==> src/common/bram_pkg.sv <==
package bram_pkg;

  localparam logic [15:0] FPGA_VERSION = 16'h00a1;

  localparam int MOD_ADDR_W = 8;
  localparam int STM_ADDR_W = 8;
  localparam int STM_PAGE_W = 2;
  localparam int BUS_ADDR_W = 14;

  // top two word address bits of the CPU bus.
  typedef enum logic [1:0] {
    SEL_CONTROLLER = 2'd0,
    SEL_MOD        = 2'd1,
    SEL_PWE_TABLE  = 2'd2,
    SEL_STM        = 2'd3
  } bram_select_e;

  // Register map of the controller bank, low 8 bits of the word address.
  typedef enum logic [7:0] {
    ADDR_VERSION            = 8'h00,
    ADDR_MOD_MEM_WR_SEGMENT = 8'h01,
    ADDR_MOD_REQ_RD_SEGMENT = 8'h02,
    ADDR_MOD_CYCLE          = 8'h03,
    ADDR_MOD_FREQ_DIV       = 8'h04,
    ADDR_STM_MEM_WR_SEGMENT = 8'h05,
    ADDR_STM_MEM_WR_PAGE    = 8'h06,
    ADDR_STM_MODE           = 8'h07,
    ADDR_STM_REQ_RD_SEGMENT = 8'h08,
    ADDR_STM_CYCLE          = 8'h09,
    ADDR_STM_FREQ_DIV       = 8'h0a,
    ADDR_STM_NUM_FOCI       = 8'h0b,
    ADDR_STM_SOUND_SPEED    = 8'h0c
  } ctrl_addr_e;

  // one bus access, valid for a single cycle.
  typedef struct packed {
    logic                  valid;
    bram_select_e          sel;
    logic [BUS_ADDR_W-1:0] addr;
    logic [15:0]           data;
  } bus_cmd_t;

  typedef struct packed {
    logic        req_rd_segment;
    logic [15:0] cycle;
    logic [15:0] freq_div;
  } mod_settings_t;

  typedef struct packed {
    logic        mode;
    logic        req_rd_segment;
    logic [15:0] cycle;
    logic [15:0] freq_div;
    logic [7:0]  num_foci;
    logic [15:0] sound_speed;
  } stm_settings_t;

endpackage

==> src/hw/ctrl_regs.sv <==
`timescale 1ns/1ps
module ctrl_regs (
  input  logic                              CPU_CKIO,
  input  logic                              reset,
  input  bram_pkg::bus_cmd_t                wr_cmd,
  input  bram_pkg::bus_cmd_t                rd_cmd,
  output logic                              mod_wr_segment,
  output logic                              stm_wr_segment,
  output logic [bram_pkg::STM_PAGE_W-1:0]   stm_wr_page,
  output bram_pkg::mod_settings_t           mod_settings,
  output bram_pkg::stm_settings_t           stm_settings,
  output logic [15:0]                       ctrl_rd_data
);
  import bram_pkg::*;

  logic       wr_hit;
  logic       rd_hit;
  ctrl_addr_e wr_reg;
  ctrl_addr_e rd_reg;
  logic [15:0] rd_word;

  assign wr_hit = wr_cmd.valid && (wr_cmd.sel == SEL_CONTROLLER);
  assign rd_hit = rd_cmd.valid && (rd_cmd.sel == SEL_CONTROLLER);
  assign wr_reg = ctrl_addr_e'(wr_cmd.addr[7:0]);
  assign rd_reg = ctrl_addr_e'(rd_cmd.addr[7:0]);

  always_ff @(posedge CPU_CKIO) begin
    if (reset) begin
      mod_wr_segment <= 1'b0;
      stm_wr_segment <= 1'b0;
      stm_wr_page    <= '0;
      mod_settings   <= '0;
      stm_settings   <= '0;
    end else if (wr_hit) begin
      case (wr_reg)
        ADDR_MOD_MEM_WR_SEGMENT: mod_wr_segment <= wr_cmd.data[0];
        ADDR_MOD_REQ_RD_SEGMENT: mod_settings.req_rd_segment <= wr_cmd.data[0];
        ADDR_MOD_CYCLE:          mod_settings.cycle <= wr_cmd.data;
        ADDR_MOD_FREQ_DIV:       mod_settings.freq_div <= wr_cmd.data;
        ADDR_STM_MEM_WR_SEGMENT: stm_wr_segment <= wr_cmd.data[0];
        ADDR_STM_MEM_WR_PAGE:    stm_wr_page <= wr_cmd.data[STM_PAGE_W-1:0];
        ADDR_STM_MODE:           stm_settings.mode <= wr_cmd.data[0];
        ADDR_STM_REQ_RD_SEGMENT: stm_settings.req_rd_segment <= wr_cmd.data[0];
        ADDR_STM_CYCLE:          stm_settings.cycle <= wr_cmd.data;
        ADDR_STM_FREQ_DIV:       stm_settings.freq_div <= wr_cmd.data;
        ADDR_STM_NUM_FOCI:       stm_settings.num_foci <= wr_cmd.data[7:0];
        ADDR_STM_SOUND_SPEED:    stm_settings.sound_speed <= wr_cmd.data;
        default: ; // version and unmapped addresses are read-only.
      endcase
    end
  end

  always_comb begin
    case (rd_reg)
      ADDR_VERSION:            rd_word = FPGA_VERSION;
      ADDR_MOD_MEM_WR_SEGMENT: rd_word = {15'd0, mod_wr_segment};
      ADDR_MOD_REQ_RD_SEGMENT: rd_word = {15'd0, mod_settings.req_rd_segment};
      ADDR_MOD_CYCLE:          rd_word = mod_settings.cycle;
      ADDR_MOD_FREQ_DIV:       rd_word = mod_settings.freq_div;
      ADDR_STM_MEM_WR_SEGMENT: rd_word = {15'd0, stm_wr_segment};
      ADDR_STM_MEM_WR_PAGE:    rd_word = {{(16 - STM_PAGE_W){1'b0}}, stm_wr_page};
      ADDR_STM_MODE:           rd_word = {15'd0, stm_settings.mode};
      ADDR_STM_REQ_RD_SEGMENT: rd_word = {15'd0, stm_settings.req_rd_segment};
      ADDR_STM_CYCLE:          rd_word = stm_settings.cycle;
      ADDR_STM_FREQ_DIV:       rd_word = stm_settings.freq_div;
      ADDR_STM_NUM_FOCI:       rd_word = {8'd0, stm_settings.num_foci};
      ADDR_STM_SOUND_SPEED:    rd_word = stm_settings.sound_speed;
      default:                 rd_word = 16'd0;
    endcase
  end

  always_ff @(posedge CPU_CKIO) begin
    if (reset) ctrl_rd_data <= 16'd0;
    else if (rd_hit) ctrl_rd_data <= rd_word;
  end

  // the write page moves only after a page register write.
  assert property (@(posedge CPU_CKIO) disable iff (reset)
    $changed(stm_wr_page) |-> $past(wr_hit && (wr_reg == ADDR_STM_MEM_WR_PAGE)));

endmodule

==> config.mk <==
export PLATFORM = sky130hd
export DESIGN_NAME = ctrl_regs
export DESIGN_NICKNAME = d
export VERILOG_FILES = /design/src/common/bram_pkg.sv /design/src/hw/ctrl_regs.sv
export SDC_FILE = /design/constraint.sdc
export NUM_CORES = 1
export LEC_CHECK = 0
export BUFFER_PORTS_ARGS = -buffer_cell sky130_fd_sc_hd__buf_2
export CAP_MARGIN = 20
export CORE_UTILIZATION = 47
export DETAILED_ROUTE_END_ITERATION = 8
export HOLD_SLACK_MARGIN = 0.15
export PLACE_DENSITY_LB_ADDON = 0.2
export SLEW_MARGIN = 25
export SYNTH_ARGS = -nofsm -noshare
export SYNTH_HDL_FRONTEND = slang
export SYNTH_SLANG_ARGS = --single-unit
==> constraint.sdc <==
create_clock -name CPU_CKIO -period 2.8 [get_ports CPU_CKIO]
set_clock_uncertainty 0.2 [all_clocks]
set_input_delay 0.56 -clock CPU_CKIO [delete_from_list [all_inputs] [get_ports CPU_CKIO]]
set_output_delay 0.56 -clock CPU_CKIO [all_outputs]
set_load 0.05 [all_outputs]
Yosys cells after proc, flatten, opt, wreduce, memory -nomap -nowiden
Cells that the tools add are included.
Storage, ports and cells
  flip-flop bits (word level): 111
  latch bits: 0
  bits in writable memories: 0
  bits in read-only memories: 0
  input bits: 68
  output and inout port bits: 111
  word-level logic and storage cells: 55
  memories kept: 0
Operators by class
  add/sub/neg operators: 0
  multiply operators: 0
  div/mod/pow operators: 0
  magnitude comparators: 0
  equality and inequality tests: 24
  shift operators: 0
  muxes and demuxes: 1
  bitwise operators: 0
  reduce and logical (&&, ||, !) cells: 17
Operators with widths (number)
  $pmux W16 S13: 1
  $eq A8 B4 Y1 const B: 10
  $eq A8 B3 Y1 const B: 8
  $eq A8 B2 Y1 const B: 4
  $reduce_and A2 Y1: 12
  $eq A8 B1 Y1 const B: 2
  $logic_not A8 Y1: 1
  $logic_not A2 Y1: 2
  $logic_and A1 B1 Y1: 2

Longest topological paths before layout
  depth in word-level cells: 3
  gate-level depth with buffers: 7
  depth with buffers taken out: 5

Least setup slack after synthesis
No wires, ideal clock.
  path type: input -> register
  start: in wr_cmd[21] (netlist bit)
  end: reg stm_settings[33] (netlist bit)
  library setup time: 0.128 ns
  arrival time: 2.040 ns
  required time: 2.472 ns
  setup slack: 0.433 ns
  stages on the path: 7
  path buffers: 2
  cell sequence: or4_4 > nor3b_4 > and2_1 > buf_6 > buf_12 > mux2i_1 > nor2_1
On the way
  word-level cells in the longest chain between the ends: 2
Ends and longest elaborated chain
  start, declared: line ctrl_regs.sv:5  | input bram_pkg::bus_cmd_t wr_cmd,
  $eq A8 B4 Y1: line ctrl_regs.sv:35  | case (wr_reg)
  $reduce_and A2 Y1 (no source line)
  end, declared: line ctrl_regs.sv:11  | output bram_pkg::stm_settings_t stm_settings,
No other way between the ends.
A chain may end at the register's enable or synchronous reset.

Final worst setup path
  start: in rd_cmd[21] (netlist bit)
  end: reg ctrl_rd_data[10]
On the way
  word-level cells in the longest chain between the ends: 2
Ends and longest elaborated chain
  start, declared: line ctrl_regs.sv:6  | input bram_pkg::bus_cmd_t rd_cmd,
  $eq A8 B4 Y1 (tied with other cells): line ctrl_regs.sv:54  | case (rd_reg)
  $pmux W16 S13 *: line ctrl_regs.sv:54
  end signal, assigned: line ctrl_regs.sv:74  | else if (rd_hit) ctrl_rd_data <= rd_word;
  end, declared: line ctrl_regs.sv:12  | output logic [15:0] ctrl_rd_data
Mark *: on every way between the ends. The rest lies on a longest branch, timed or not.

==> impl_metrics.py <==
metrics = {
    "outcome": {
        "outcome": "finished clean",
    },
    "clock_tree": {
        "cts-root-buf": "clkbuf_8",
        "cts_max_path_buffers": 2,
        "clkTransAtPathRegs_ps": 110,
        "ctsHoldBuffers": 0,
        "insertion_delay_ps": 380,
        "ctsResizeCount": 0,
        "cts_inserted_buffers": 9,
        "cts_sinks": 111,
        "cts_setup_buffers": 0,
        "htreeDepth": 3,
        "tritoncts": "built",
    },
    "setup_path": {
        "critical_path_class": "input port to flop",
        "rr_worst_depth": 4,
        "cp-start-kind": "input port",
        "critical_path.endpoint": "ctrl_rd_data[10]",
        "worstPathRequired_ps": 2910,
        "path_cells": "buf_2 > or4_4 > or3_1 > o32ai_1 > a21oi_1 > o21ai_0",
        "reg2reg_to": "ctrl_rd_data[7]",
        "worst_path_largest_cell_delay_ps": 650,
        "critPathLaunch": "rd_cmd[21]",
        "path_max_fanout": 11,
        "worst_setup_path_end_kind": "flop",
        "slowest_stage": "or4_4",
        "r2r_setup_slack_ps": 1140,
        "crit_arrival_ps": 2360,
        "rr_startpoint": "stm_settings[47]",
    },
    "layout": {
        "final_area_sq_um": 6120,
        "final_core_util_pct": 59.6,
        "stdcell_count": 812,
        "nNetsFinal": 739,
        "drive_gt1_share_pct": 31.5,
        "antenna_cells": 0,
        "final_cell_mix": "buf_2 (150), dfxtp_1 (111), nor2_1 (98)",
        "final_common_cell": "buf_2",
        "syn2layout_area_growth_pct": 23.0,
        "nFillCells": 940,
    },
    "sta": {
        "min_period_ps": 2250,
        "grt_setup_unrepaired": "no",
        "holdWs_ps": 265,
        "timing.fmax_mhz": 444,
        "maxSlewHeadroom_pct": 46.1,
        "tightest_slew_ps": 809,
        "final.period_utilization_pct": 80.4,
        "setup_viol": 0,
        "finalSetupTns_ps": 0,
        "slew_violations": 0,
        "hold_violations": 0,
    },
    "pwr": {
        "max-vdd-ir-drop_v": 0.000270,
        "p_leak_uw": 0.00300,
        "powerDensity_nw_per_um2": 444,
    },
    "floorplan": {
        "core_sq_um": 10300,
        "die-area_sq_um": 11000,
        "ioPinCount": 179,
        "die_height_um": 105,
        "fp-row-count": 37,
        "floorplan.initialDensity_pct": 48.4,
        "die_w_um": 105,
    },
    "synth": {
        "syn_nets": 590,
        "synth_area_sq_um": 4980,
        "ys.flop_type": "dfxtp_1",
        "async_flop_share_pct": 0,
        "synth_edf_count": 0,
        "avgSynthCellArea_sq_um": 9.54,
        "synth_seq_cells": 111,
        "synthCells": 522,
        "yosysWarnings": 0,
        "yosysUniqueCellTypes": 59,
        "synth_seq_area_share_pct": 44.6,
    },
    "global_route": {
        "grt_pass1_wl_um": 22400,
        "overflow": 0,
        "antenna_found_initial": 0,
        "track_usage_pct": 26.0,
        "grt_max_degree": 52,
        "grt_pass1_vias": 4307,
    },
    "routing": {
        "vias": 4514,
        "vias_per_cell": 5.56,
        "drt_iter0_drc": 310,
        "detail-route-antenna-nets": 0,
        "wl_met3_um": 938,
        "drt_pass1_iterations": 5,
        "wl_met2_um": 6880,
        "routedWlPerCell_um": 17.5,
        "finalWirelength_um": 14200,
        "met1_length_um": 6130,
        "drc": 0,
        "highest_layer": "met4",
    },
    "hold_path": {
        "hold_class": "flop to flop",
        "min_from": "ctrl_rd_data[8]",
    },
    "run": {
        "drv_cap": 0,
    },
    "place": {
        "port_buffers": 150,
        "post-dp-hpwl_um": 10500,
        "dpl_cell_area_sq_um": 5920,
        "dp_cells": 796,
        "place_congestion": 0.852,
    },
}
## cell usage after synthesis (all sizes together) (2+ instances only)
| cell type | instances | area share, % |
|---|---|---|
| a21oi | 16 | 1.6 |
| a221oi | 6 | 1.3 |
| a22o | 4 | 0.73 |
| a22oi | 14 | 2.1 |
| a31oi | 4 | 0.50 |
| and2 | 5 | 0.65 |
| and3 | 3 | 0.40 |
| and4b | 2 | 0.40 |
| buf | 14 | 2.1 |
| clkbuf | 20 | 1.5 |
| dfxtp | 111 | 45 |
| inv | 2 | 0.15 |
| mux2 | 7 | 1.6 |
| mux2i | 97 | 20 |
| nand2 | 40 | 3.3 |
| nand3 | 13 | 1.4 |
| nand3b | 3 | 0.45 |
| nor2 | 98 | 7.4 |
| nor2b | 7 | 0.88 |
| nor3 | 3 | 0.40 |
| nor3b | 4 | 1.4 |
| nor4 | 4 | 0.93 |
| nor4b | 3 | 0.53 |
| o21a | 2 | 0.30 |
| o21ai | 14 | 1.4 |
| o22ai | 2 | 0.25 |
| o2bb2ai | 4 | 0.70 |
| o32ai | 4 | 0.70 |
| or3 | 2 | 0.25 |
| or4 | 2 | 0.45 |
## registers in the layout, summed over array words and instances (netlist names)
| name | flops |
|---|---|
| stm_settings | 58 |
| mod_settings | 33 |
| stm_wr_segment | 1 |
| ctrl_rd_data | 16 |
| stm_wr_page | 2 |
| mod_wr_segment | 1 |
## where the power goes
part           switching, uW  internal (uW)  total [uW]
Sequential             0.404           1580        1580
Clock                    562            425         987
Combinational            107           47.2         154
## per-stage QoR
stage                     setup slack, ps  power [uW]
after global routing                  484        2820
after floorplan                       433        1690
after global placement                211        1760
after detailed placement              165        1770
after CTS                             572        2740
final                                 549        2720
## area by class of cell
| cell class | count | area, sq um | share of cell area [%] |
|---|---|---|---|
| clock buffers | 9 | 124 | 2.02 |
| clock inverters | 7 | 80.1 | 1.31 |
| inverters | 2 | 7.51 | 0.123 |
| multi-input cells | 375 | 2570 | 41.9 |
| flip-flops and latches | 111 | 2220 | 36.3 |
| well taps | 136 | 170 | 2.78 |
| repair buffers | 172 | 953 | 15.6 |
## per-layer routing
metal,up-vias,global-route usage [%]
li1,2152,-
met1,2170,33.1
met2,170,43.0
met3,22,5.68
met4,0,9.96
met5,-,0
## how the worst min path moves through the flow
stage | to | cells after the start
floorplan | ctrl_rd_data[15] | 2
global placement | ctrl_rd_data[13] | 2
detailed placement | ctrl_rd_data[8] | 2
CTS | stm_settings[36] | 3
global route | stm_settings[13] | 3
finish | ctrl_rd_data[8] | 2
## cell families after synthesis
kind of cell,count (synthesis),share of synthesized area (%)
compound gates,78,11.0
mux,104,21.1
buf+inv,36,3.80
flops,111,44.6
simple gates,193,19.4
## critical path, delay by kind of cell
family | cells | cell delay [ps]
AO/OA/AOI/OAI | 3 | 500
buffers and inverters | 1 | 110
AND/OR/NAND/NOR | 2 | 1190
(Power assumes the default switching activity.)
