[src/common/bram_pkg.sv]
package bram_pkg;

  localparam logic [15:0] FPGA_VERSION = 16'h00a1;

  localparam int MOD_ADDR_W = 8;
  localparam int STM_ADDR_W = 8;
  localparam int STM_PAGE_W = 2;
  localparam int BUS_ADDR_W = 14;

  // top two word address bits of the CPU bus.
  typedef enum logic [1:0] {
    SEL_CONTROLLER = 2'd0,
    SEL_MOD        = 2'd1,
    SEL_PWE_TABLE  = 2'd2,
    SEL_STM        = 2'd3
  } bram_select_e;

  // Register map of the controller bank, low 8 bits of the word address.
  typedef enum logic [7:0] {
    ADDR_VERSION            = 8'h00,
    ADDR_MOD_MEM_WR_SEGMENT = 8'h01,
    ADDR_MOD_REQ_RD_SEGMENT = 8'h02,
    ADDR_MOD_CYCLE          = 8'h03,
    ADDR_MOD_FREQ_DIV       = 8'h04,
    ADDR_STM_MEM_WR_SEGMENT = 8'h05,
    ADDR_STM_MEM_WR_PAGE    = 8'h06,
    ADDR_STM_MODE           = 8'h07,
    ADDR_STM_REQ_RD_SEGMENT = 8'h08,
    ADDR_STM_CYCLE          = 8'h09,
    ADDR_STM_FREQ_DIV       = 8'h0a,
    ADDR_STM_NUM_FOCI       = 8'h0b,
    ADDR_STM_SOUND_SPEED    = 8'h0c
  } ctrl_addr_e;

  // one bus access, valid for a single cycle.
  typedef struct packed {
    logic                  valid;
    bram_select_e          sel;
    logic [BUS_ADDR_W-1:0] addr;
    logic [15:0]           data;
  } bus_cmd_t;

  typedef struct packed {
    logic        req_rd_segment;
    logic [15:0] cycle;
    logic [15:0] freq_div;
  } mod_settings_t;

  typedef struct packed {
    logic        mode;
    logic        req_rd_segment;
    logic [15:0] cycle;
    logic [15:0] freq_div;
    logic [7:0]  num_foci;
    logic [15:0] sound_speed;
  } stm_settings_t;

endpackage

[src/hw/readback_mux.sv]
`timescale 1ns/1ps
module readback_mux (
  input  logic               CPU_CKIO,
  input  logic               reset,
  input  bram_pkg::bus_cmd_t rd_cmd,
  input  logic [15:0]        ctrl_rd_data,
  input  logic [15:0]        mod_rd_data,
  input  logic [15:0]        stm_rd_data,
  output logic [15:0]        cpu_data_out
);
  import bram_pkg::*;

  bram_select_e rd_sel_q;
  logic         rd_valid_q;

  always_ff @(posedge CPU_CKIO) begin
    if (reset) begin
      rd_sel_q     <= SEL_CONTROLLER;
      rd_valid_q   <= 1'b0;
      cpu_data_out <= 16'd0;
    end else begin
      rd_sel_q   <= rd_cmd.sel; // lines up with the one cycle read in each block.
      rd_valid_q <= rd_cmd.valid;
      if (rd_valid_q) begin
        case (rd_sel_q)
          SEL_CONTROLLER: cpu_data_out <= ctrl_rd_data;
          SEL_MOD:        cpu_data_out <= mod_rd_data;
          SEL_STM:        cpu_data_out <= stm_rd_data;
          default:        cpu_data_out <= 16'd0; // no table storage behind this select.
        endcase
      end
    end
  end

endmodule

[config.mk]
export PLATFORM = sky130hd
export DESIGN_NAME = readback_mux
export DESIGN_NICKNAME = d
export VERILOG_FILES = /design/src/common/bram_pkg.sv /design/src/hw/readback_mux.sv
export SDC_FILE = /design/constraint.sdc
export NUM_CORES = 1
export LEC_CHECK = 0
export ABC_AREA = 1
export BUFFER_PORTS_ARGS = -buffer_cell sky130_fd_sc_hd__buf_2
export CAP_MARGIN = 30
export CORE_ASPECT_RATIO = 0.8
export CORE_MARGIN = 2
export CORE_UTILIZATION = 42
export CTS_BUF_LIST = sky130_fd_sc_hd__clkbuf_8
export CTS_CLUSTER_SIZE = 24
export DETAILED_ROUTE_END_ITERATION = 12
export PLACE_DENSITY_LB_ADDON = 0.2
export SLEW_MARGIN = 20
export SYNTH_ARGS = -nofsm -noshare
export SYNTH_HDL_FRONTEND = slang
export SYNTH_SLANG_ARGS = --single-unit
[constraint.sdc]
create_clock -name CPU_CKIO -period 2.2 [get_ports CPU_CKIO]
set_clock_uncertainty 0.05 [all_clocks]
set_input_delay 0.33 -clock CPU_CKIO [delete_from_list [all_inputs] [get_ports CPU_CKIO]]
set_output_delay 0.33 -clock CPU_CKIO [all_outputs]
set_load 0.03 [all_outputs]
# Yosys cells after proc, flatten, opt, wreduce, memory -nomap -nowiden
# Cells that the tools add are included.
# Widths: inputs -> output; s select.
[word_totals]
rom_bits = 0
in_bits = 83
register_bits = 19
wordCells = 7
ram_bits = 0
n_memories = 0
latch_bits = 0
out_inout_bits = 16
[classes]
multipliers = 0
add_sub_neg = 0
muxes = 1
n_eq_ne = 2
reduce_logical = 1
order_cmp = 0
n_bitwise = 0
shifts = 0
div = 0
[ops]
columns = ["cell", "count"]
rows = [
  ["$pmux 16 s3", 1],
  ["$eq 2x1->1 const B", 1],
  ["$eq 2x2->1 const B", 1],
  ["$logic_not 2->1", 1],
]

# Longest topological paths before layout
# Gate-level depths: netlist of the first run.
[logic_depth]
word_depth = 2
mapped_depth = 7
depth_no_buf = 5

# Worst setup path before layout of the first run
# Ideal clock, no wire load.
[synth_timing]
path_kind = "reg-to-reg"
start = "register rd_sel_q[1]"
end = "register cpu_data_out[10]"
path_slack_ns = 1.149
stages_incl_launch_ff = 8
period_less_slack_ns = 1.051
arrival_time_ns = 0.935
path_buffers = 2
t_required_ns = 2.084
setup_time_ns = 0.066
cell_sequence = "dfxtp_1 -> buf_6 -> nor2_8 -> buf_12 -> nand2_2 -> nand3_2 -> nand2_2 -> a21oi_2"
[synth_between]
elab_chain_len = 2
elab_cells_between_ends = 4
classes_between = "eq/ne (2); mux (1); reduce/logical (1)"
[synth_rtl]
columns = ["element", "line_no", "text"]
rows = [
  ["from (decl)", "readback_mux.sv:13", "bram_select_e rd_sel_q;"],
  ["from (signal assigned)", "readback_mux.sv:22", "rd_sel_q <= rd_cmd.sel;"],
  ["$eq 2x2->1, or another cell as far along", "readback_mux.sv:25", "case (rd_sel_q)"],
  ["$pmux 16 s3 (*)", "readback_mux.sv:25", ""],
  ["to (signal assigned)", "readback_mux.sv:26", "SEL_CONTROLLER: cpu_data_out <= ctrl_rd_data;"],
  ["to (signal assigned)", "readback_mux.sv:27", "SEL_MOD: cpu_data_out <= mod_rd_data;"],
  ["to (signal assigned)", "readback_mux.sv:28", "SEL_STM: cpu_data_out <= stm_rd_data;"],
  ["to (decl)", "readback_mux.sv:9", "output logic [15:0] cpu_data_out"],
]
# Mark *: on every way between the ends. The rest lies on a longest branch, timed or not.
# A chain may end at the register's enable or synchronous reset.

# Worst setup path after layout of the first run
[layout_timing]
start = "register rd_sel_q[1]"
end = "register cpu_data_out[4]"
# The elaborated chain is that of the path after synthesis.

==> results of run 1 <==
==> layer usage <==
layer  vias up  share of wire [%]
li1        630                  -
met1       592                 38
met2        39                 55
met3         3                6.1
met4         0               0.28
met5         -                  0
==> final timing paths <==
| path | startpoint | to | cells after the start |
|---|---|---|---|
| setup / recovery | rd_sel_q[1] | cpu_data_out[4] | 5 |
| hold / removal | rd_cmd[32] | rd_valid_q | 3 |
| setup reg to reg | rd_sel_q[1] | cpu_data_out[4] | 5 |
| hold reg to reg | cpu_data_out[0] | cpu_data_out[0] | 2 |
==> kinds of logic (layout without fill, tap and decap cells) <==
kind of cell,count (synthesis),after routing,share of synthesized area (%)
compound gates,16,16,10.04
buf+inv,18,80,10.36
flops,19,19,32.48
simple gates,100,100,47.12
==> registers in the layout (all words and copies together) (netlist names) <==
register / flops
cpu_data_out: 16
rd_sel_q: 2
rd_valid_q: 1
==> cell usage in the layout, fill, tap and decap left out, drive strengths merged <==
| cell type | instances |
|---|---|
| inv | 6 |
| nor2 | 4 |
| buf | 71 |
| dfxtp | 19 |
| nand2 | 48 |
| nand3 | 48 |
| a21oi | 16 |
| clkbuf | 3 |
==> critical path: stages (launching register included) <==
cell and delay (ps):
dfxtp_1 810, inv_2 290, nand3_1 160, nand3_2 90
nand2_2 70, a21oi_2 50
==> metrics by stage <==
stage               hold slack, ps  util [%]
floorplan                    387.0         -
global placement             402.1     54.75
detailed placement           413.9     54.75
CTS                          225.6     56.42
global route                 232.7     56.42
finish                       229.6     56.42
==> cell type report <==
| cell class | count | area [um^2] |
|---|---|---|
| Sequential cell | 19 | 380.4 |
| Clock inverter | 1 | 3.754 |
| Multi-Input combinational cell | 116 | 669.4 |
| Tap cell | 38 | 47.55 |
| Timing Repair Buffer | 71 | 362.8 |
| Clock buffer | 3 | 41.29 |
| Fill cell | 280 | 1177 |
| Inverter | 5 | 18.77 |
==> power by group through the flow <==
stage               combinational, mW  clock [mW]  sequential (mW)
floorplan                       0.121           0            0.402
global placement                0.199           0            0.383
detailed placement              0.203           0            0.384
CTS                             0.204       0.243            0.376
global route                    0.221       0.260            0.378
finish                          0.201       0.230            0.376
==> cell usage after synthesis (all sizes together) <==
library cell	count
inv	5
dfxtp	19
nor2	4
buf	13
a21oi	16
nand2	48
nand3	48
==> impl_metrics.ini, run 1 <==
[clock_network]
root_buffer = clkbuf_8
cts_tree = done
clk_pin_slew_ps = 60
cts_sinks = 19
clockBufferDepth = 2
cts_buffers = 3
htreeDepth = 1
postCtsSetupRepairBufs = 0
cts_resized = 0
worstSkewPairLatency_ps = 250
ctsHoldBuffers = 0

[finish]
num_antenna_cells = 0
drive_gt1_share_pct = 54.42
areaGrowthSynthToFinish_pct = 30.13
stdcell_area_mm2 = 0.001524
nets = 299
fin_cells = 253

[power]
powerDensity_mw_per_mm2 = 529.9
pwr-share-comb_pct = 24.9
pwr-share-seq_pct = 46.6
switching_power_mw = 0.2403
ir_worst_vdd_mv = 0.2845
clkPwrFrac_pct = 28.5
internal_power_mw = 0.5673
leakage_nw = 0.7569
swShare_pct = 29.75
finalPower_mw = 0.8076

[synth]
syn-cell-area_mm2 = 0.001171
yosysUniqueCellTypes = 15
synth_top_area_share_pct = 32.48
yosysSeqAreaShare_pct = 32.48
synth_area_leaders = dfxtp_1 (32%), nand3_1 (16%), nand2_2 (11%)
syn_inst = 153
yosys.area.top_type = dfxtp_1
syn-num-nets = 236
ys_ff_latch = 19
syn_avg_cell_area_um2 = 7.654
yosysWarnings = 0

[global_route]
antenna_found_initial = 0
grt_busiest_layer = met2
grt_pass1_wl_um = 4685
met1_usage_pct = 18.66
grt_pass1_vias = 1203
met3_usage_pct = 5.066
grt_max_degree = 20
met2_usage_pct = 37.77
grt_overflow = 0
grt_util_all_layers_pct = 18.38

[outcome]
outcome = complete, no violations

[detailed_routing]
dr.pass1.iters = 4
detail_route.wirelength_um = 2872
ant_nets = 0
routed_via_density = 4.996
drc = 0
vias = 1264
wire_per_inst_um = 11.35
first_iter_violations = 39

[die]
dieArea_mm2 = 0.003230
initial_core_util_pct = 43.35
die_w_um = 63.04
rows = 17
core-area_mm2 = 0.002701
io_pins = 99
chipHeight_um = 51.23

[placed_design]
placed_cell_area_mm2 = 0.001479
place_inst = 249
dp_hpwl_um = 2262
io_buffer_count = 68
gp_congestion = 0.7463
dp_slack_ps = 560.3

[worst_setup_path]
rrSetupSlack_ps = 560
critPathCaptureType = register
critPathLaunchType = register
critPathArrivalTime_ps = 1710
critPathMaxFanout = 18
critical_path_class = reg2reg
crit_required_ps = 2280

[hold_path]
hold_path_class = in2reg

[sta]
max_freq_mhz = 610.7
setup_viol = 0
slew_headroom_pct = 49.97
setup_ws_ps = 562.5
min_period_over_period_pct = 74.43
slew_viol_final = 0
finalCriticalPeriod_ps = 1638
hold_viol_final = 0
rsz0062_at_grt = no
fin_tns_setup_ps = 0
worstMarginPinSlew_ps = 749.4

[run]
drv_cap = 0
Power figures use the tool's default switching activity.
==> run 2, diff against run 1 <==
- CORE_UTILIZATION: 42 -> 39
- clock period: 2.2 -> 1.62 ns (I/O delays scaled with it)
==> impl_metrics.ini, run 2 (synthesized netlist as in run 1, its figures left out) <==
[detailed_routing]
first_iter_violations = 59
ant_nets = 0
drc = 0
dr.pass1.iters = 4
vias = 1253
routed_via_density = 4.953
wire_per_inst_um = 12.34
detail_route.wirelength_um = 3121

[finish]
areaGrowthSynthToFinish_pct = 31.20
layout_common_cells = buf_2 (68), nand3_1 (38), nand2_1 (28)
biggestRegsByFlops = cpu_data_out (16), rd_sel_q (2), rd_valid_q (1)
stdcell_area_mm2 = 0.001536
largest_register = cpu_data_out
drive_gt1_share_pct = 54.42
nets = 299
mostFrequentLayoutCell = buf_2
largest_register_ffs = 16
num_antenna_cells = 0

[worst_setup_path]
reg2reg_from = rd_sel_q[1]
critPathMaxFanout = 16
crit_start = rd_sel_q[1]
r2r_end = cpu_data_out[10]
crit_required_ps = 1690
rrSetupSlack_ps = 210
r2r_cells = 5
cp-endpoint = cpu_data_out[10]
critPathCaptureType = register
critPathArrivalTime_ps = 1480
critical_path_class = reg2reg
critPathLaunchType = register

[power]
internal_power_mw = 0.7735
pwr-share-seq_pct = 46.4
clkPwrFrac_pct = 28.2
leakage_nw = 0.7605
switching_power_mw = 0.3303
pwr-share-comb_pct = 25.4
swShare_pct = 29.93
powerDensity_mw_per_mm2 = 718.4
ir_worst_vdd_mv = 0.5978

[clock_network]
clk_pin_slew_ps = 60
root_buffer = clkbuf_8
cts_resized = 0
cts_sinks = 19
htreeDepth = 1
ctsHoldBuffers = 0
clockBufferDepth = 2
postCtsSetupRepairBufs = 0
cts_tree = done
cts_buffers = 3
worstSkewPairLatency_ps = 250

[placed_design]
placed_cell_area_mm2 = 0.001491
io_buffer_count = 68
gp_congestion = 0.8212
dp_hpwl_um = 2437

[die]
initial_core_util_pct = 41.71
chipHeight_um = 53.02
core-area_mm2 = 0.002808
rows = 17
dieArea_mm2 = 0.003460
io_pins = 99
die_w_um = 65.27

[outcome]
outcome = complete, no violations

[sta]
worstMarginPinSlew_ps = 497.2
max_freq_mhz = 711.2
hold_viol_final = 0
finalCriticalPeriod_ps = 1406
rsz0062_at_grt = no
slew_viol_final = 0
fin_tns_setup_ps = 0
min_period_over_period_pct = 86.79
slew_headroom_pct = 66.81
setup_viol = 0

[global_route]
grt_max_degree = 33
grt_util_all_layers_pct = 18.64
grt_pass1_vias = 1199
grt_pass1_wl_um = 4995
antenna_found_initial = 0
grt_overflow = 0

[run]
drv_cap = 0

[hold_path]
hold_path_class = in2reg
min_from = rd_cmd[30]
==> run 2: metal layers <==
layer  up-vias  GRT usage, %  share of wire (%)
met5         -             0                  0
met4         0         3.472               0.61
met3         2         5.319                6.9
met2        40         35.20                 51
met1       581         21.13                 42
li1        630             -                  -
==> run 2: worst min path at each step <==
stage,depth (start not counted),endpoint,slack [ps]
floorplan,2,rd_sel_q[0],300
global placement,2,cpu_data_out[13],410
detailed placement,3,rd_sel_q[0],400
CTS,3,rd_sel_q[0],140
global route,3,rd_valid_q,140
finish,3,rd_sel_q[0],140
==> run 2: layout make-up <==
class / instances / area, um^2
fillers: 283 / 1271
multi-input cells: 116 / 669.4
flip-flops and latches: 19 / 380.4
repair buffers: 71 / 375.4
well taps: 38 / 47.55
clock buffers: 3 / 41.29
inverters: 5 / 18.77
clock inverters: 1 / 3.754
==> run 2: power groups by stage <==
stage	clock (mW)	combinational, mW	sequential, mW
5_1_grt	0.338	0.309	0.514
2_1_floorplan	0	0.164	0.546
6_report	0.312	0.280	0.512
4_1_cts	0.319	0.283	0.512
3_3_place_gp	0	0.276	0.521
3_5_place_dp	0	0.281	0.522
==> run 2: per-stage QoR <==
stage / setup WS [ps] / hold slack, ps / utilization, % / cells / power, mW
after global routing: 87.81 / 142.5 / 54.72 / 253 / 1.162
after CTS: 218.7 / 142.5 / 54.72 / 253 / 1.114
after floorplan: 568.8 / 300.0 / - / 153 / 0.7102
after detailed placement: 235.0 / 404.4 / 53.12 / 249 / 0.8035
after global placement: 271.5 / 405.4 / 53.12 / 249 / 0.7971
final: 214.0 / 144.7 / 54.72 / 253 / 1.104
==> run 2: worst max-delay path, cell delays in order (launching register included) <==
cell and delay (ps):
dfxtp_1 630, inv_2 240, nand3_1 150, nand3_2 90, nand2_2 70, a21oi_2 50
==> run 3, diff against run 2 <==
--- a/config.mk
+++ b/config.mk
@@ -10,3 +10,3 @@
 export CAP_MARGIN = 30
-export CORE_ASPECT_RATIO = 0.8
+export CORE_ASPECT_RATIO = 0.75
 export CORE_MARGIN = 2
==> constraint.sdc (replaced) <==
create_clock -name CPU_CKIO -period 1.62 [get_ports CPU_CKIO]
set_clock_uncertainty 0.05 [all_clocks]
set_input_delay 0.081 -clock CPU_CKIO [delete_from_list [all_inputs] [get_ports CPU_CKIO]]
set_output_delay 0.081 -clock CPU_CKIO [all_outputs]
set_load 0.03 [all_outputs]
==> impl_metrics.ini, run 3 (synthesized netlist as in run 1, its figures left out) <==
[detailed_routing]
vias = 1270
wl_met2_um = 1584
routed_via_density = 4.922
wire_per_inst_um = 12.55
dr.max_layer_used = met3
wl_met3_um = 176
ant_nets = 0
drc = 0
dr.pass1.iters = 4
detail_route.wirelength_um = 3237
first_iter_violations = 32
wl_met1_um = 1476

[worst_setup_path]
critical_path_class = reg2reg
critPathLaunchType = register
crit_required_ps = 1700
crit_path_top_delay_cell = dfxtp_1
critPathMaxFanout = 16
critPathCaptureType = register
worstPathCellList = inv_2 > nand3_1 > nand3_2 > nand2_2 > a21oi_2
critPathArrivalTime_ps = 1450
max_stage_delay_ps = 620

[finish]
biggestRegsByFlops = cpu_data_out (16), rd_sel_q (2), rd_valid_q (1)
mostFrequentLayoutCell = buf_2
nets = 304
layout_common_cells = buf_2 (68), nand3_1 (38), nand2_1 (28)
areaGrowthSynthToFinish_pct = 33.97
largest_register = cpu_data_out
drive_gt1_share_pct = 54.09
fillCellCount = 315
largest_register_ffs = 16
postLayoutCoreUtil_pct = 54.24
num_antenna_cells = 0

[global_route]
grt_max_degree = 20
grt_pass1_vias = 1262
grt_pass1_wl_um = 5271
grt_util_all_layers_pct = 20.03
grt_overflow = 0
antenna_found_initial = 0

[die]
chipHeight_um = 51.46
core-area_mm2 = 0.002893
initial_core_util_pct = 40.48
rows = 17
dieArea_mm2 = 0.003462
die_w_um = 67.28
io_pins = 99

[clock_network]
root_buffer = clkbuf_8
htreeDepth = 1
clk_pin_slew_ps = 70
clockBufferDepth = 2
worstSkewPairLatency_ps = 250
cts_buffers = 3
cts_tree = done
cts_sinks = 19
postCtsSetupRepairBufs = 0
cts_resized = 0
ctsHoldBuffers = 3

[sta]
min_period_over_period_pct = 84.99
rsz0062_at_grt = no
slew_headroom_pct = 68.56
max_freq_mhz = 726.3
slew_viol_final = 0
fin_tns_setup_ps = 0
setup_viol = 0
worstMarginPinSlew_ps = 471.0
finalCriticalPeriod_ps = 1377
hold_viol_final = 0

[power]
ir_worst_vdd_mv = 0.6519
leakage_nw = 0.7796
powerDensity_mw_per_mm2 = 711.4
pwr-share-seq_pct = 45.6
clkPwrFrac_pct = 28.5
swShare_pct = 30.28
pwr-share-comb_pct = 25.9
switching_power_mw = 0.3380
internal_power_mw = 0.7782

[hold_path]
hold_path_class = in2reg

[placed_design]
gp_congestion = 0.7870
io_buffer_count = 68
dp_hpwl_um = 2535

[outcome]
outcome = complete, no violations

[run]
drv_cap = 0
## run 3: cell types whose count changed in the layout (fill, tap and decap cells not counted)
cell / previous run / this run
buf_4: 2 / 5
buf_12: 1 / 0
dlygate4sd3_1: 0 / 3
## run 3: metrics by stage
step / worst slack [ps] / area, um^2 / hold slack [ps] / std cells / total power, mW
3_5_place_dp: 271.2 / 1494 / 240.0 / 251 / 0.8035
6_report: 243.2 / 1569 / 140.2 / 258 / 1.116
2_1_floorplan: 568.8 / 1171 / 138.0 / 153 / 0.7102
5_1_grt: 132.7 / 1569 / 155.6 / 258 / 1.177
3_3_place_gp: 264.3 / 1494 / 235.8 / 251 / 0.7983
4_1_cts: 248.8 / 1569 / 142.6 / 258 / 1.121
## run 3: power groups by stage
stage	Clock [mW]	Combinational [mW]	Sequential (mW)
after floorplan	0	0.164	0.546
after global placement	0	0.280	0.518
after detailed placement	0	0.285	0.519
after CTS	0.321	0.292	0.509
after global routing	0.346	0.319	0.511
final	0.318	0.290	0.509
## run 3: path summary, 6_finish.rpt
| path | endpoint | startpoint | slack [ps] | depth (start not counted) |
|---|---|---|---|---|
| worst min register to register | cpu_data_out[14] | cpu_data_out[14] | 420 | 2 |
| worst max-delay path | cpu_data_out[5] | rd_sel_q[1] | 240 | 5 |
| worst max register to register | cpu_data_out[5] | rd_sel_q[1] | 240 | 5 |
| worst min-delay path | cpu_data_out[6] | ctrl_rd_data[6] | 140 | 5 |
## run 3: metal layers
metal	track usage, %	vias to the layer above
li1	-	641
met1	24.26	592
met2	34.98	37
met3	5.286	0
met4	5.102	0
met5	0	-
## run 3: layout make-up
type / instances / area [um^2] / area share [%]
multi-input cells: 116 / 669.4 / 42.66
inverters: 5 / 18.77 / 1.196
flip-flops and latches: 19 / 380.4 / 24.24
clock inverters: 1 / 3.754 / 0.2392
well taps: 38 / 47.55 / 3.030
clock buffers: 3 / 41.29 / 2.632
repair buffers: 76 / 407.9 / 26.00
## run 3: critical path: cells and delay by family (launching register included)
kind                   cells  cell delay (ps)
flip-flops                 1              620
AND/OR/NAND/NOR            3              300
buffers and inverters      1              230
AO/OA/AOI/OAI              1               40
