$ cat config.mk
export PLATFORM = sky130hd
export DESIGN_NAME = bus_decode
export DESIGN_NICKNAME = d
export VERILOG_FILES = /design/src/common/bram_pkg.sv /design/src/hw/bus_decode.sv
export SDC_FILE = /design/constraint.sdc
export NUM_CORES = 1
export LEC_CHECK = 0
export ABC_AREA = 1
export BUFFER_PORTS_ARGS = -buffer_cell sky130_fd_sc_hd__buf_2
export CORE_UTILIZATION = 46
export CTS_BUF_LIST = sky130_fd_sc_hd__clkbuf_8
export DETAILED_ROUTE_END_ITERATION = 8
export GPL_TIMING_DRIVEN = 0
export PLACE_DENSITY_LB_ADDON = 0.3
export SYNTH_ARGS = -nofsm -noshare
export SYNTH_HDL_FRONTEND = slang
export SYNTH_SLANG_ARGS = --single-unit
$ cat constraint.sdc
create_clock -name CPU_CKIO -period 0.8 [get_ports CPU_CKIO]
set_input_delay 0 -clock CPU_CKIO [delete_from_list [all_inputs] [get_ports CPU_CKIO]]
set_output_delay 0 -clock CPU_CKIO [all_outputs]
set_load 0.02 [all_outputs]
$ cat src/common/bram_pkg.sv
package bram_pkg;

  localparam logic [15:0] FPGA_VERSION = 16'h00a1;

  localparam int MOD_ADDR_W = 8;
  localparam int STM_ADDR_W = 8;
  localparam int STM_PAGE_W = 2;
  localparam int BUS_ADDR_W = 14;

  // top two word address bits of the CPU bus.
  typedef enum logic [1:0] {
    SEL_CONTROLLER = 2'd0,
    SEL_MOD        = 2'd1,
    SEL_PWE_TABLE  = 2'd2,
    SEL_STM        = 2'd3
  } bram_select_e;

  // Register map of the controller bank, low 8 bits of the word address.
  typedef enum logic [7:0] {
    ADDR_VERSION            = 8'h00,
    ADDR_MOD_MEM_WR_SEGMENT = 8'h01,
    ADDR_MOD_REQ_RD_SEGMENT = 8'h02,
    ADDR_MOD_CYCLE          = 8'h03,
    ADDR_MOD_FREQ_DIV       = 8'h04,
    ADDR_STM_MEM_WR_SEGMENT = 8'h05,
    ADDR_STM_MEM_WR_PAGE    = 8'h06,
    ADDR_STM_MODE           = 8'h07,
    ADDR_STM_REQ_RD_SEGMENT = 8'h08,
    ADDR_STM_CYCLE          = 8'h09,
    ADDR_STM_FREQ_DIV       = 8'h0a,
    ADDR_STM_NUM_FOCI       = 8'h0b,
    ADDR_STM_SOUND_SPEED    = 8'h0c
  } ctrl_addr_e;

  // one bus access, valid for a single cycle.
  typedef struct packed {
    logic                  valid;
    bram_select_e          sel;
    logic [BUS_ADDR_W-1:0] addr;
    logic [15:0]           data;
  } bus_cmd_t;

  typedef struct packed {
    logic        req_rd_segment;
    logic [15:0] cycle;
    logic [15:0] freq_div;
  } mod_settings_t;

  typedef struct packed {
    logic        mode;
    logic        req_rd_segment;
    logic [15:0] cycle;
    logic [15:0] freq_div;
    logic [7:0]  num_foci;
    logic [15:0] sound_speed;
  } stm_settings_t;

endpackage

$ cat src/hw/bus_decode.sv
`timescale 1ns/1ps
module bus_decode (
  input  logic               CPU_CKIO,
  input  logic               reset,
  input  logic [16:0]        cpu_addr,
  input  logic [15:0]        cpu_data_in,
  input  logic               cpu_cn,
  input  logic               cpu_we0_n,
  input  logic               cpu_rd_n,
  output bram_pkg::bus_cmd_t wr_cmd,
  output bram_pkg::bus_cmd_t rd_cmd
);
  import bram_pkg::*;

  logic [16:0] addr_q;
  logic [15:0] data_q;
  logic        wr_act_q;
  logic        wr_act_qq;
  logic        rd_act_q;
  logic        rd_act_qq;

  always_ff @(posedge CPU_CKIO) begin
    addr_q <= cpu_addr;
    data_q <= cpu_data_in;
    wr_cmd.sel  <= bram_select_e'(addr_q[16:15]);
    wr_cmd.addr <= addr_q[14:1]; // byte lane bit 0 is dropped.
    wr_cmd.data <= data_q;
    rd_cmd.sel  <= bram_select_e'(addr_q[16:15]);
    rd_cmd.addr <= addr_q[14:1];
    rd_cmd.data <= data_q;
    if (reset) begin
      wr_act_q     <= 1'b0;
      wr_act_qq    <= 1'b0;
      rd_act_q     <= 1'b0;
      rd_act_qq    <= 1'b0;
      wr_cmd.valid <= 1'b0;
      rd_cmd.valid <= 1'b0;
    end else begin
      wr_act_q     <= ~cpu_cn & ~cpu_we0_n;
      wr_act_qq    <= wr_act_q;
      rd_act_q     <= ~cpu_cn & ~cpu_rd_n;
      rd_act_qq    <= rd_act_q;
      wr_cmd.valid <= wr_act_q & ~wr_act_qq; // one pulse per strobe.
      rd_cmd.valid <= rd_act_q & ~rd_act_qq;
    end
  end

  // The CPU never drives both strobes in one access.
  assert property (@(posedge CPU_CKIO) disable iff (reset)
    !(wr_cmd.valid && rd_cmd.valid));

endmodule

==> results_dict.tcl, run 1 <==
set metrics [dict create \
    initial_utilization_pct 49.3 \
    final_weighted_congestion_in_routability_driven_placement 0.610 \
    numPortBuffers 102 \
    dpl_cell_area_um2 2250 \
    io_pins 104 \
    yosysSeqAreaShare_pct 83.3 \
    synthesized_instance_count 113 \
    pin_count_of_the_biggest_net_entering_global_routing 11 \
    numCtsBuffers 9 \
    synth_cell_type_count 6 \
    netlist_area_um2 1680 \
    die_outline_height_um 62.5 \
    half_perimeter_wire_length_of_the_detailed_placement_result_um 1870 \
    firstError "[ERROR DPL-0033] detailed placement checks failed during check placement." \
    synthesis.yosys.warnings 0 \
    run_status "aborted with a tool error" \
    worst_endpoint "wr_cmd[14]" \
    cts_root_buffer "sky130_fd_sc_hd__clkbuf_8" \
    postSynthNetCount 151 \
    die_width_um 62.5 \
    synth-seq-cells 70 \
    last-stage-reached "global routing (5_1_grt)" \
    avgSynthCellArea_um2 14.9 \
    ctsHtreeMaxLevel 3 \
    worst-endpoint-pin-kind "top-level output" \
    initial_antenna_violation_count 1 \
    clock_path_buffers 2 \
    cts_post_setup_buffers_inserted 0 \
    clkSinkCount 70 \
    rows 21 \
]
==> cell families after synthesis <==
kind of cell | after synthesis | share of synthesized area (%)
simple gates | 7 | 1.56
buf+inv | 36 | 15.2
flops | 70 | 83.3
==> through the flow <==
stage | worst slack [ns] | hold slack [ns] | cells
4_1_cts | -0.0850 | 0.296 | 312
3_5_place_dp | 0.222 | 0.104 | 261
3_3_place_gp | 0.238 | 0.102 | 261
2_1_floorplan | 0.205 | 0.0277 | 113
==> cells in the mapped netlist <==
library cell | instances | area share [%]
sky130_fd_sc_hd__nor2_1 | 4 | 0.89
sky130_fd_sc_hd__inv_2 | 1 | 0.22
sky130_fd_sc_hd__nand2_1 | 3 | 0.67
sky130_fd_sc_hd__dfxtp_1 | 70 | 83
sky130_fd_sc_hd__inv_1 | 3 | 0.67
sky130_fd_sc_hd__buf_4 | 32 | 14
==> what timing repair did <==
action | in CTS
pin swaps | 0
hold buffers | 36
gates resized for setup | 172
endpoints found under the setup margin | 66
hold endpoints to repair | 38
==> run 2, diff against run 1 <==
--- a/config.mk
+++ b/config.mk
@@ -7,11 +7,10 @@
 export LEC_CHECK = 0
 export ABC_AREA = 1
 export BUFFER_PORTS_ARGS = -buffer_cell sky130_fd_sc_hd__buf_2
-export CORE_UTILIZATION = 46
-export CTS_BUF_LIST = sky130_fd_sc_hd__clkbuf_8
+export CORE_UTILIZATION = 35
 export DETAILED_ROUTE_END_ITERATION = 8
 export GPL_TIMING_DRIVEN = 0
-export PLACE_DENSITY_LB_ADDON = 0.3
+export PLACE_DENSITY_LB_ADDON = 0.15
 export SYNTH_ARGS = -nofsm -noshare
 export SYNTH_HDL_FRONTEND = slang
 export SYNTH_SLANG_ARGS = --single-unit
==> results_dict.tcl, run 2 <==
set metrics [dict create \
    slew-limit-headroom_pct 93.3 \
    path_common_cell "sky130_fd_sc_hd__buf_6" \
    cts_root_buffer "sky130_fd_sc_hd__clkbuf_8" \
    synthXorXnorAreaFrac_pct 0 \
    gr-total-overflow 0 \
    max_cap_violations 0 \
    slew_violations 0 \
    rows 24 \
    synthesized_instance_count 113 \
    netlist_area_um2 1680 \
    yosys.cell_count.top_type "sky130_fd_sc_hd__dfxtp_1" \
    async_reset_ff_share_pct 0 \
    critical_path.slowest_cell "sky130_fd_sc_hd__dfxtp_2" \
    switchingPower_mw 1.64 \
    final_weighted_congestion_in_routability_driven_placement 0.603 \
    run_status "complete, but fails checks" \
    seq_power_share_pct 52.9 \
    failing_checks "design-rule violations, negative setup slack" \
    synth_simple_gate_area_share_pct 1.56 \
    yosysSeqAreaShare_pct 83.3 \
    synth_enable_flop_cells 0 \
    cts_post_setup_buffers_inserted 0 \
    tcrit_tclk_final_pct 111 \
    power_switching_share_pct 22.9 \
    synth_compound_gate_area_share_pct 0 \
    biggestRegsByFlops "rd_cmd: 33 flops, addr_q: 16 flops, data_q: 16 flops" \
    rsz0062_at_grt "true" \
    worst_path_largest_cell_delay_ns 0.34 \
    finClkSkew_ns 0.00565 \
    die_area_um2 5090 \
    power.internal_mw 5.52 \
    synth_cell_type_count 6 \
    drt-vias-per-instance 3.80 \
    numCtsBuffers 9 \
    peakVddDrop_v 0.00147 \
    part_of_the_power_in_combinational_logic_pct 14.2 \
    path_delay_family "flip-flops" \
    via_count_of_the_first_global_routing_pass 1275 \
    layout.filler_cells 283 \
    synthesis.yosys.warnings 0 \
    clock_path_buffers 2 \
    numPortBuffers 102 \
    pin_count_of_the_biggest_net_entering_global_routing 12 \
    predominant_post_synthesis_flop_cell "sky130_fd_sc_hd__dfxtp_1" \
    muxShareOfSynthArea_pct 0 \
    core_area_um2 4470 \
    vias_after_detailed_routing 1212 \
    antenna_violating_nets_post_route 0 \
    ordered_list_of_cells_on_the_worst_path "buf_6 -> buf_6" \
    synth_top_family_by_area "buffers and inverters" \
    synth-seq-cells 70 \
    area.growth.synth_to_final_pct 99.5 \
    layout_commonest_cell "sky130_fd_sc_hd__buf_6" \
    timing.final.crit_period_ns 0.892 \
    power_per_cell_area_nw_per_um2 2130 \
    netlist.top_cell.by_area "sky130_fd_sc_hd__dfxtp_1" \
    remaining_routing_drc_violations 7 \
    p_leak_nw 1.60 \
    grt_first_pass_wirelength_um 5450 \
    finalSetupViolations 33 \
    finish.net_count 300 \
    synthTopCellsByCount "sky130_fd_sc_hd__dfxtp_1 (70), sky130_fd_sc_hd__buf_4 (32), sky130_fd_sc_hd__nor2_1 (4)" \
    clk_latency_ns 0.33 \
    kind_of_critical_path "flop to output pin" \
    avgSynthCellArea_um2 14.9 \
    drive_gt1_share_pct 68.2 \
    clock_power_share_pct 33.0 \
    largest_register "rd_cmd" \
    ctsHtreeMaxLevel 3 \
    setup.reg_to_reg.worst_slack_ns 0.29 \
    half_perimeter_wire_length_of_the_detailed_placement_result_um 1850 \
    crit_path_start_kind "flop" \
    flip_flop_count_of_the_largest_register_after_layout 33 \
    io_pins 104 \
    gr-usage-all-layers_pct 15.2 \
    drt_pass1_iterations 6 \
    initial_utilization_pct 37.6 \
    cell_count_post_placement 267 \
    cp_max_fo 2 \
    antenna_cells 0 \
    clkSinkCount 70 \
    post-route-cell-area_um2 3360 \
    wirelength_um 3650 \
    cp_data_required_time_ns 0.80 \
    detail_route.wl_per_cell_um 11.4 \
    drt-initial-drc-count 23 \
    netlist_top_cells_area "sky130_fd_sc_hd__dfxtp_1 (83%), sky130_fd_sc_hd__buf_4 (14%), sky130_fd_sc_hd__nor2_1 (0.89%), sky130_fd_sc_hd__inv_1 (0.67%), sky130_fd_sc_hd__nand2_1 (0.67%)" \
    synthAdderAreaFrac_pct 0 \
    hold_path.class "primary input to flop" \
    die_outline_height_um 71.3 \
    cp-end-kind "output pin" \
    total_power_mw 7.16 \
    most-common-layout-cells "sky130_fd_sc_hd__buf_6 (97), sky130_fd_sc_hd__dfxtp_1 (37), sky130_fd_sc_hd__dlygate4sd3_1 (36), sky130_fd_sc_hd__buf_2 (36), sky130_fd_sc_hd__dfxtp_2 (33)" \
    die_width_um 71.3 \
    synth.top_cell.area_share_pct 83.3 \
    postSynthNetCount 151 \
    setup_ws_ns -0.0920 \
    count_of_placed_standard_cells_in_the_final_layout_fillers_left_out 319 \
    worst-slew-pin-transition_ns 0.101 \
    cts_tree "yes" \
    cts.reportedPaths.clkPinSlew_ns 0.07 \
    hold_viol_final 0 \
    max_freq_ghz 1.12 \
    initial_antenna_violation_count 0 \
    worstPathArrival_ns 0.89 \
    dpl_cell_area_um2 2260 \
    crit_path_buffers_inverters 2 \
]
-- run 2: cell counts after synthesis --
No cell type changed its count.
-- run 2: what timing repair did --
item | 4_1_cts | 5_1_grt
gates resized for setup | 189 | 7
hold buffers | 36 | 0
hold endpoints to repair | 38 | 0
endpoints found under the setup margin | 66 | 66
-- run 2: worst reg2reg max path, delay by kind of cell (launching register included) --
kind / cells / cell delay (ns)
simple gates: 2 / 0.11
flops: 1 / 0.30
-- run 2: path summary, 6_finish.rpt --
| path | startpoint | to | depth (start not counted) |
|---|---|---|---|
| min | cpu_data_in[13] | data_q[13]$_DFF_P_ | 2 |
| max | rd_cmd[4]$_DFF_P_ | wr_cmd[4] | 2 |
| max reg2reg | rd_act_q$_SDFF_PP0_ | rd_cmd[32]$_SDFF_PP0_ | 2 |
| min reg2reg | addr_q[12]$_DFF_P_ | rd_cmd[27]$_DFF_P_ | 0 |
-- run 2: per-stage QoR --
stage                     setup WS (ns)  hold slack, ns  setup TNS (ns)  util [%]
final                           -0.0920           0.302           -2.58      75.0
after global placement            0.225           0.102               0      50.5
after floorplan                   0.205          0.0277               0         -
after detailed placement          0.231           0.104               0      50.5
after global routing             -0.132           0.285           -4.69      75.0
after CTS                        -0.104           0.284           -3.40      74.5
-- run 2: kinds of logic after synthesis --
family / Yosys count
DFF: 70
buffers and inverters: 36
and+or+nand+nor: 7
-- run 2: cell type report --
type	instances	area [µm²]	area share, %
clock buffer	12	145	4.32
tap	52	65.1	1.94
sequential	70	1440	43.0
clock inverter	4	22.5	0.671
multi-input combinational	7	26.3	0.783
timing repair buffer	138	1280	38.1
inverter	4	15.0	0.447
buffer	32	360	10.7
-- run 2: power by group through the flow --
stage / sequential (mW) / combinational, mW / clock [mW]
global placement: 3.80 / 0.587 / 0
floorplan: 3.91 / 0.238 / 0
finish: 3.78 / 1.01 / 2.36
CTS: 3.78 / 0.991 / 2.45
global route: 3.80 / 1.06 / 2.63
detailed placement: 3.80 / 0.593 / 0
-- run 2: layer usage --
layer	wire length (µm)	vias up	track usage, %
li1	-	605	-
met1	1120	540	11.3
met2	2180	56	30.7
met3	244	11	5.34
met4	98	0	10.9
met5	0	-	0
Power figures use the tool's default switching activity.
==> run 3, diff against run 2 <==
--- a/config.mk
+++ b/config.mk
@@ -6,9 +6,10 @@
 export NUM_CORES = 1
 export LEC_CHECK = 0
 export ABC_AREA = 1
-export BUFFER_PORTS_ARGS = -buffer_cell sky130_fd_sc_hd__buf_2
+export CORE_ASPECT_RATIO = 0.75
 export CORE_UTILIZATION = 35
 export DETAILED_ROUTE_END_ITERATION = 8
+export DONT_BUFFER_PORTS = 1
 export GPL_TIMING_DRIVEN = 0
 export PLACE_DENSITY_LB_ADDON = 0.15
 export SYNTH_ARGS = -nofsm -noshare
==> results_dict.tcl, run 3 (same netlist as run 2, synthesis figures left out) <==
set metrics [dict create \
    antenna_violating_nets_post_route 0 \
    most-common-layout-cells "sky130_fd_sc_hd__dfxtp_1 (38), sky130_fd_sc_hd__dlygate4sd3_1 (36), sky130_fd_sc_hd__buf_6 (32), sky130_fd_sc_hd__dfxtp_4 (32), sky130_fd_sc_hd__clkbuf_8 (12)" \
    hold_viol_final 0 \
    hold_path.class "primary input to flop" \
    drive_gt1_share_pct 48.5 \
    total_power_mw 6.79 \
    clock_power_share_pct 37.2 \
    critical_path.slowest_cell "sky130_fd_sc_hd__dfxtp_4" \
    worst_hold_path.num_cells 1 \
    finish.net_count 198 \
    cts_root_buffer "sky130_fd_sc_hd__clkbuf_8" \
    initial_antenna_violation_count 0 \
    layout.filler_cells 370 \
    power_per_cell_area_nw_per_um2 2670 \
    clkSinkCount 70 \
    slew_violations 0 \
    part_of_the_power_in_combinational_logic_pct 6.5 \
    tcrit_tclk_final_pct 105 \
    gr-usage-all-layers_pct 10.2 \
    finish.utilization_pct 55.9 \
    power.internal_mw 5.27 \
    failing_checks "negative setup slack" \
    largest_register "rd_cmd" \
    gr-total-overflow 0 \
    final_weighted_congestion_in_routability_driven_placement 0.621 \
    multiInputGateArea_um2 26.3 \
    biggestRegsByFlops "rd_cmd: 33 flops, addr_q: 16 flops, data_q: 16 flops" \
    wirelength_um 2530 \
    switchingPower_mw 1.52 \
    finClkSkew_ns 0.00372 \
    reg2regPathDepth 2 \
    drt_pass1_iterations 3 \
    pin_count_of_the_biggest_net_entering_global_routing 12 \
    core_area_um2 4550 \
    crit_path_buffers_inverters 1 \
    detail_route.wl_per_cell_um 11.4 \
    max_freq_ghz 1.19 \
    rsz0062_at_grt "true" \
    cp-end-kind "output pin" \
    slew-limit-headroom_pct 86.8 \
    timing.final.crit_period_ns 0.843 \
    numPortBuffers 0 \
    worst-slew-pin-transition_ns 0.198 \
    clk_latency_ns 0.32 \
    cts_tree "yes" \
    clock_path_buffers 2 \
    die_outline_height_um 62.1 \
    setup_ws_ns -0.0430 \
    power_switching_share_pct 22.4 \
    die_width_um 82.1 \
    via_count_of_the_first_global_routing_pass 806 \
    seq_power_share_pct 56.3 \
    peakVddDrop_v 0.00140 \
    ctsHtreeMaxLevel 3 \
    cts_post_setup_buffers_inserted 0 \
    drt-vias-per-instance 3.92 \
    path_delay_family "flip-flops" \
    run_status "complete, but fails checks" \
    max_cap_violations 0 \
    grt_first_pass_wirelength_um 3330 \
    worst_path_largest_cell_delay_ns 0.39 \
    rows 21 \
    die_area_um2 5090 \
    p_leak_nw 1.08 \
    flip_flop_count_of_the_largest_register_after_layout 33 \
    crit_path_start_kind "flop" \
    io_pins 104 \
    area.growth.synth_to_final_pct 51.0 \
    worst-path-stages 1 \
    dpl_cell_area_um2 1750 \
    cp_max_fo 2 \
    cp_data_required_time_ns 0.80 \
    setup.reg_to_reg.worst_slack_ns 0.28 \
    numCtsBuffers 9 \
    antenna_cells 0 \
    drt-initial-drc-count 20 \
    initial_utilization_pct 37.0 \
    cts.reportedPaths.clkPinSlew_ns 0.07 \
    worstPathArrival_ns 0.84 \
    half_perimeter_wire_length_of_the_detailed_placement_result_um 1440 \
    kind_of_critical_path "flop to output pin" \
    finalHoldWorstSlack_ns 0.218 \
    cell_count_post_placement 170 \
    ordered_list_of_cells_on_the_worst_path "buf_6" \
    vias_after_detailed_routing 871 \
    finalSetupViolations 32 \
    remaining_routing_drc_violations 0 \
    count_of_placed_standard_cells_in_the_final_layout_fillers_left_out 222 \
    ff_latch_area_um2 1520 \
    layout_commonest_cell "sky130_fd_sc_hd__dfxtp_1" \
    post-route-cell-area_um2 2540 \
]
run 3: cell count changes in the layout (fill, tap and decap cells not counted), moves of 2 or more:
cell,delta
sky130_fd_sc_hd__buf_2,-36
sky130_fd_sc_hd__buf_6,-65
sky130_fd_sc_hd__clkbuf_8,+2
sky130_fd_sc_hd__dfxtp_2,-33
sky130_fd_sc_hd__dfxtp_4,+32
run 3: metal layers:
metal  vias up  share of wire (%)  GRT usage (%)
met3         7                 12           7.30
li1        404                  -              -
met5         -                  0              0
met2        71                 53           16.6
met1       389                 34           8.14
met4         0                1.8           9.77
run 3: final cells by class:
cell class / count / area share, %
Inverter: 4 / 0.591
Sequential cell: 70 / 59.9
Clock buffer: 13 / 6.65
Timing Repair Buffer: 36 / 14.2
Tap cell: 57 / 2.81
Buffer: 32 / 14.2
Multi-Input combinational cell: 7 / 1.03
Clock inverter: 3 / 0.689
run 3: worst paths after layout:
path	start	end
worst min register to register	addr_q[8]$_DFF_P_	rd_cmd[23]$_DFF_P_
worst max register to register	rd_act_q$_SDFF_PP0_	rd_cmd[32]$_SDFF_PP0_
worst min-delay path	cpu_data_in[9]	data_q[9]$_DFF_P_
worst max-delay path	rd_cmd[6]$_DFF_P_	wr_cmd[6]
run 3: power by group through the flow:
| stage | sequential [mW] | clock, mW | combinational, mW |
|---|---|---|---|
| floorplan | 3.91 | 0 | 0.238 |
| global placement | 3.93 | 0 | 0.249 |
| detailed placement | 3.93 | 0 | 0.247 |
| CTS | 3.83 | 2.63 | 0.437 |
| global route | 3.85 | 2.78 | 0.465 |
| finish | 3.83 | 2.53 | 0.438 |
run 3: per-stage QoR:
| stage | setup slack (ns) | TNS, ns |
|---|---|---|
| 2_1_floorplan | 0.205 | 0 |
| 3_3_place_gp | 0.162 | 0 |
| 3_5_place_dp | 0.166 | 0 |
| 4_1_cts | -0.0686 | -1.84 |
| 5_1_grt | -0.0913 | -2.47 |
| 6_report | -0.0430 | -1.03 |
run 3: repair_timing:
item                                    CTS  global route
endpoints found under the setup margin   46            32
resized for setup                        96             0
endpoints found under the hold margin    38             0
hold buffers                             36             0
==> run 4, diff against run 3 <==
--- a/config.mk
+++ b/config.mk
@@ -12,6 +12,8 @@
 export DONT_BUFFER_PORTS = 1
 export GPL_TIMING_DRIVEN = 0
 export PLACE_DENSITY_LB_ADDON = 0.15
+export REMOVE_ABC_BUFFERS = 1
+export SKIP_LAST_GASP = 1
 export SYNTH_ARGS = -nofsm -noshare
 export SYNTH_HDL_FRONTEND = slang
 export SYNTH_SLANG_ARGS = --single-unit
==> results_dict.tcl, run 4 (same netlist as run 2, synthesis figures left out) <==
set metrics [dict create \
    total_power_mw 6.86 \
    antenna_cells 0 \
    gr-usage-all-layers_pct 8.95 \
    area.growth.synth_to_final_pct 30.9 \
    slew_violations 0 \
    hold_viol_final 0 \
    kind_of_critical_path "flop to output pin" \
    slew-limit-headroom_pct 86.5 \
    gr-total-overflow 0 \
    rsz0062_at_grt "false" \
    finClkSkew_ns 0.00462 \
    detail_route.wl_per_cell_um 11.0 \
    wirelength_um 2080 \
    cts.reportedPaths.clkPinSlew_ns 0.07 \
    grt_first_pass_wirelength_um 2900 \
    cp-end-kind "output pin" \
    core_area_um2 4550 \
    seq_power_share_pct 57.2 \
    peakVddDrop_v 0.00179 \
    pin_count_of_the_biggest_net_entering_global_routing 13 \
    biggestRegsByFlops "rd_cmd: 33 flops, addr_q: 16 flops, data_q: 16 flops" \
    half_perimeter_wire_length_of_the_detailed_placement_result_um 1250 \
    crit_path_start_kind "flop" \
    drt-initial-drc-count 2 \
    largest_register "rd_cmd" \
    cts_post_setup_buffers_inserted 0 \
    clock_path_buffers 2 \
    die_width_um 82.1 \
    hold_path.class "primary input to flop" \
    switchingPower_mw 1.51 \
    most-common-layout-cells "sky130_fd_sc_hd__dfxtp_1 (38), sky130_fd_sc_hd__dlygate4sd3_1 (36), sky130_fd_sc_hd__dfxtp_4 (32)" \
    finish.net_count 166 \
    io_pins 104 \
    drt_pass1_iterations 2 \
    p_leak_nw 0.892 \
    part_of_the_power_in_combinational_logic_pct 2.1 \
    clock_power_share_pct 40.7 \
    numCtsBuffers 9 \
    rows 21 \
    drt-vias-per-instance 3.74 \
    max_cap_violations 0 \
    drive_gt1_share_pct 36.8 \
    max_freq_ghz 1.33 \
    finish.utilization_pct 48.5 \
    worstPathArrival_ns 0.75 \
    initial_antenna_violation_count 0 \
    total_negative_slack_for_setup_checks_ns 0 \
    run_status "completed" \
    worst-slew-pin-transition_ns 0.203 \
    ctsHtreeMaxLevel 3 \
    tcrit_tclk_final_pct 94.1 \
    die_area_um2 5090 \
    power.internal_mw 5.35 \
    vias_after_detailed_routing 711 \
    finalSetupViolations 0 \
    power_switching_share_pct 22.0 \
    die_outline_height_um 62.1 \
    cts_tree "yes" \
    power_per_cell_area_nw_per_um2 3110 \
    final_weighted_congestion_in_routability_driven_placement 0.609 \
    flip_flop_count_of_the_largest_register_after_layout 33 \
    antenna_violating_nets_post_route 0 \
    cts_root_buffer "sky130_fd_sc_hd__clkbuf_8" \
    initial_utilization_pct 37.0 \
    cp_max_fo 1 \
    timing.final.crit_period_ns 0.753 \
    cp_data_required_time_ns 0.80 \
    remaining_routing_drc_violations 0 \
    via_count_of_the_first_global_routing_pass 685 \
    numPortBuffers 0 \
    clkSinkCount 70 \
    layout_commonest_cell "sky130_fd_sc_hd__dfxtp_1" \
    clk_latency_ns 0.33 \
]
[run 4: routing by layer]
layer  global-route usage (%)  vias to the layer above  routed length [µm]
met3                     10.1                        9                 326
met4                     5.26                        0                  53
li1                         -                      339                   -
met2                     13.7                       64                 972
met1                     6.76                      299                 728
met5                        0                        -                   0
[run 4: layout make-up]
| class | instances | area [µm²] |
|---|---|---|
| Sequential cell | 70 | 1520 |
| Clock buffer | 11 | 151 |
| Timing Repair Buffer | 36 | 360 |
| Fill cell | 394 | 2340 |
| Clock inverter | 5 | 57.6 |
| Tap cell | 57 | 71.3 |
| Multi-Input combinational cell | 7 | 26.3 |
| Inverter | 4 | 15.0 |
[run 4: per-stage QoR]
stage	setup slack, ns	cell area (µm²)	hold WS, ns	cells
finish	0.0470	2200	0.213	190
global route	0.00107	2200	0.184	190
CTS	0.0000224	2170	0.186	190
detailed placement	0.252	1510	0.0278	138
global placement	0.250	1510	0.0278	138
floorplan	0.277	1440	0.0277	81
[run 4: what timing repair did]
item	CTS	global route
pin swaps	0	0
hold buffers	36	0
hold endpoints to repair	38	0
resized for setup	52	12
endpoints found under the setup margin	64	24
[run 4: path summary, 6_finish.rpt]
| kind | slack, ns | depth (start not counted) | from | to |
|---|---|---|---|---|
| min | 0.21 | 1 | cpu_data_in[0] | data_q[0]$_DFF_P_ |
| max reg2reg | 0.29 | 2 | rd_act_q$_SDFF_PP0_ | rd_act_qq$_SDFF_PP0_ |
| min reg2reg | 0.32 | 0 | addr_q[8]$_DFF_P_ | rd_cmd[23]$_DFF_P_ |
| max | 0.05 | 0 | wr_cmd[32]$_SDFF_PP0_ | wr_cmd[32] |
[run 4: power by group through the flow]
stage | Clock [mW] | Sequential (mW) | Combinational, mW
floorplan | 0 | 4.02 | 0.00900
global placement | 0 | 4.04 | 0.00995
detailed placement | 0 | 4.04 | 0.0110
CTS | 2.90 | 3.95 | 0.150
global route | 3.06 | 3.95 | 0.161
finish | 2.79 | 3.92 | 0.147
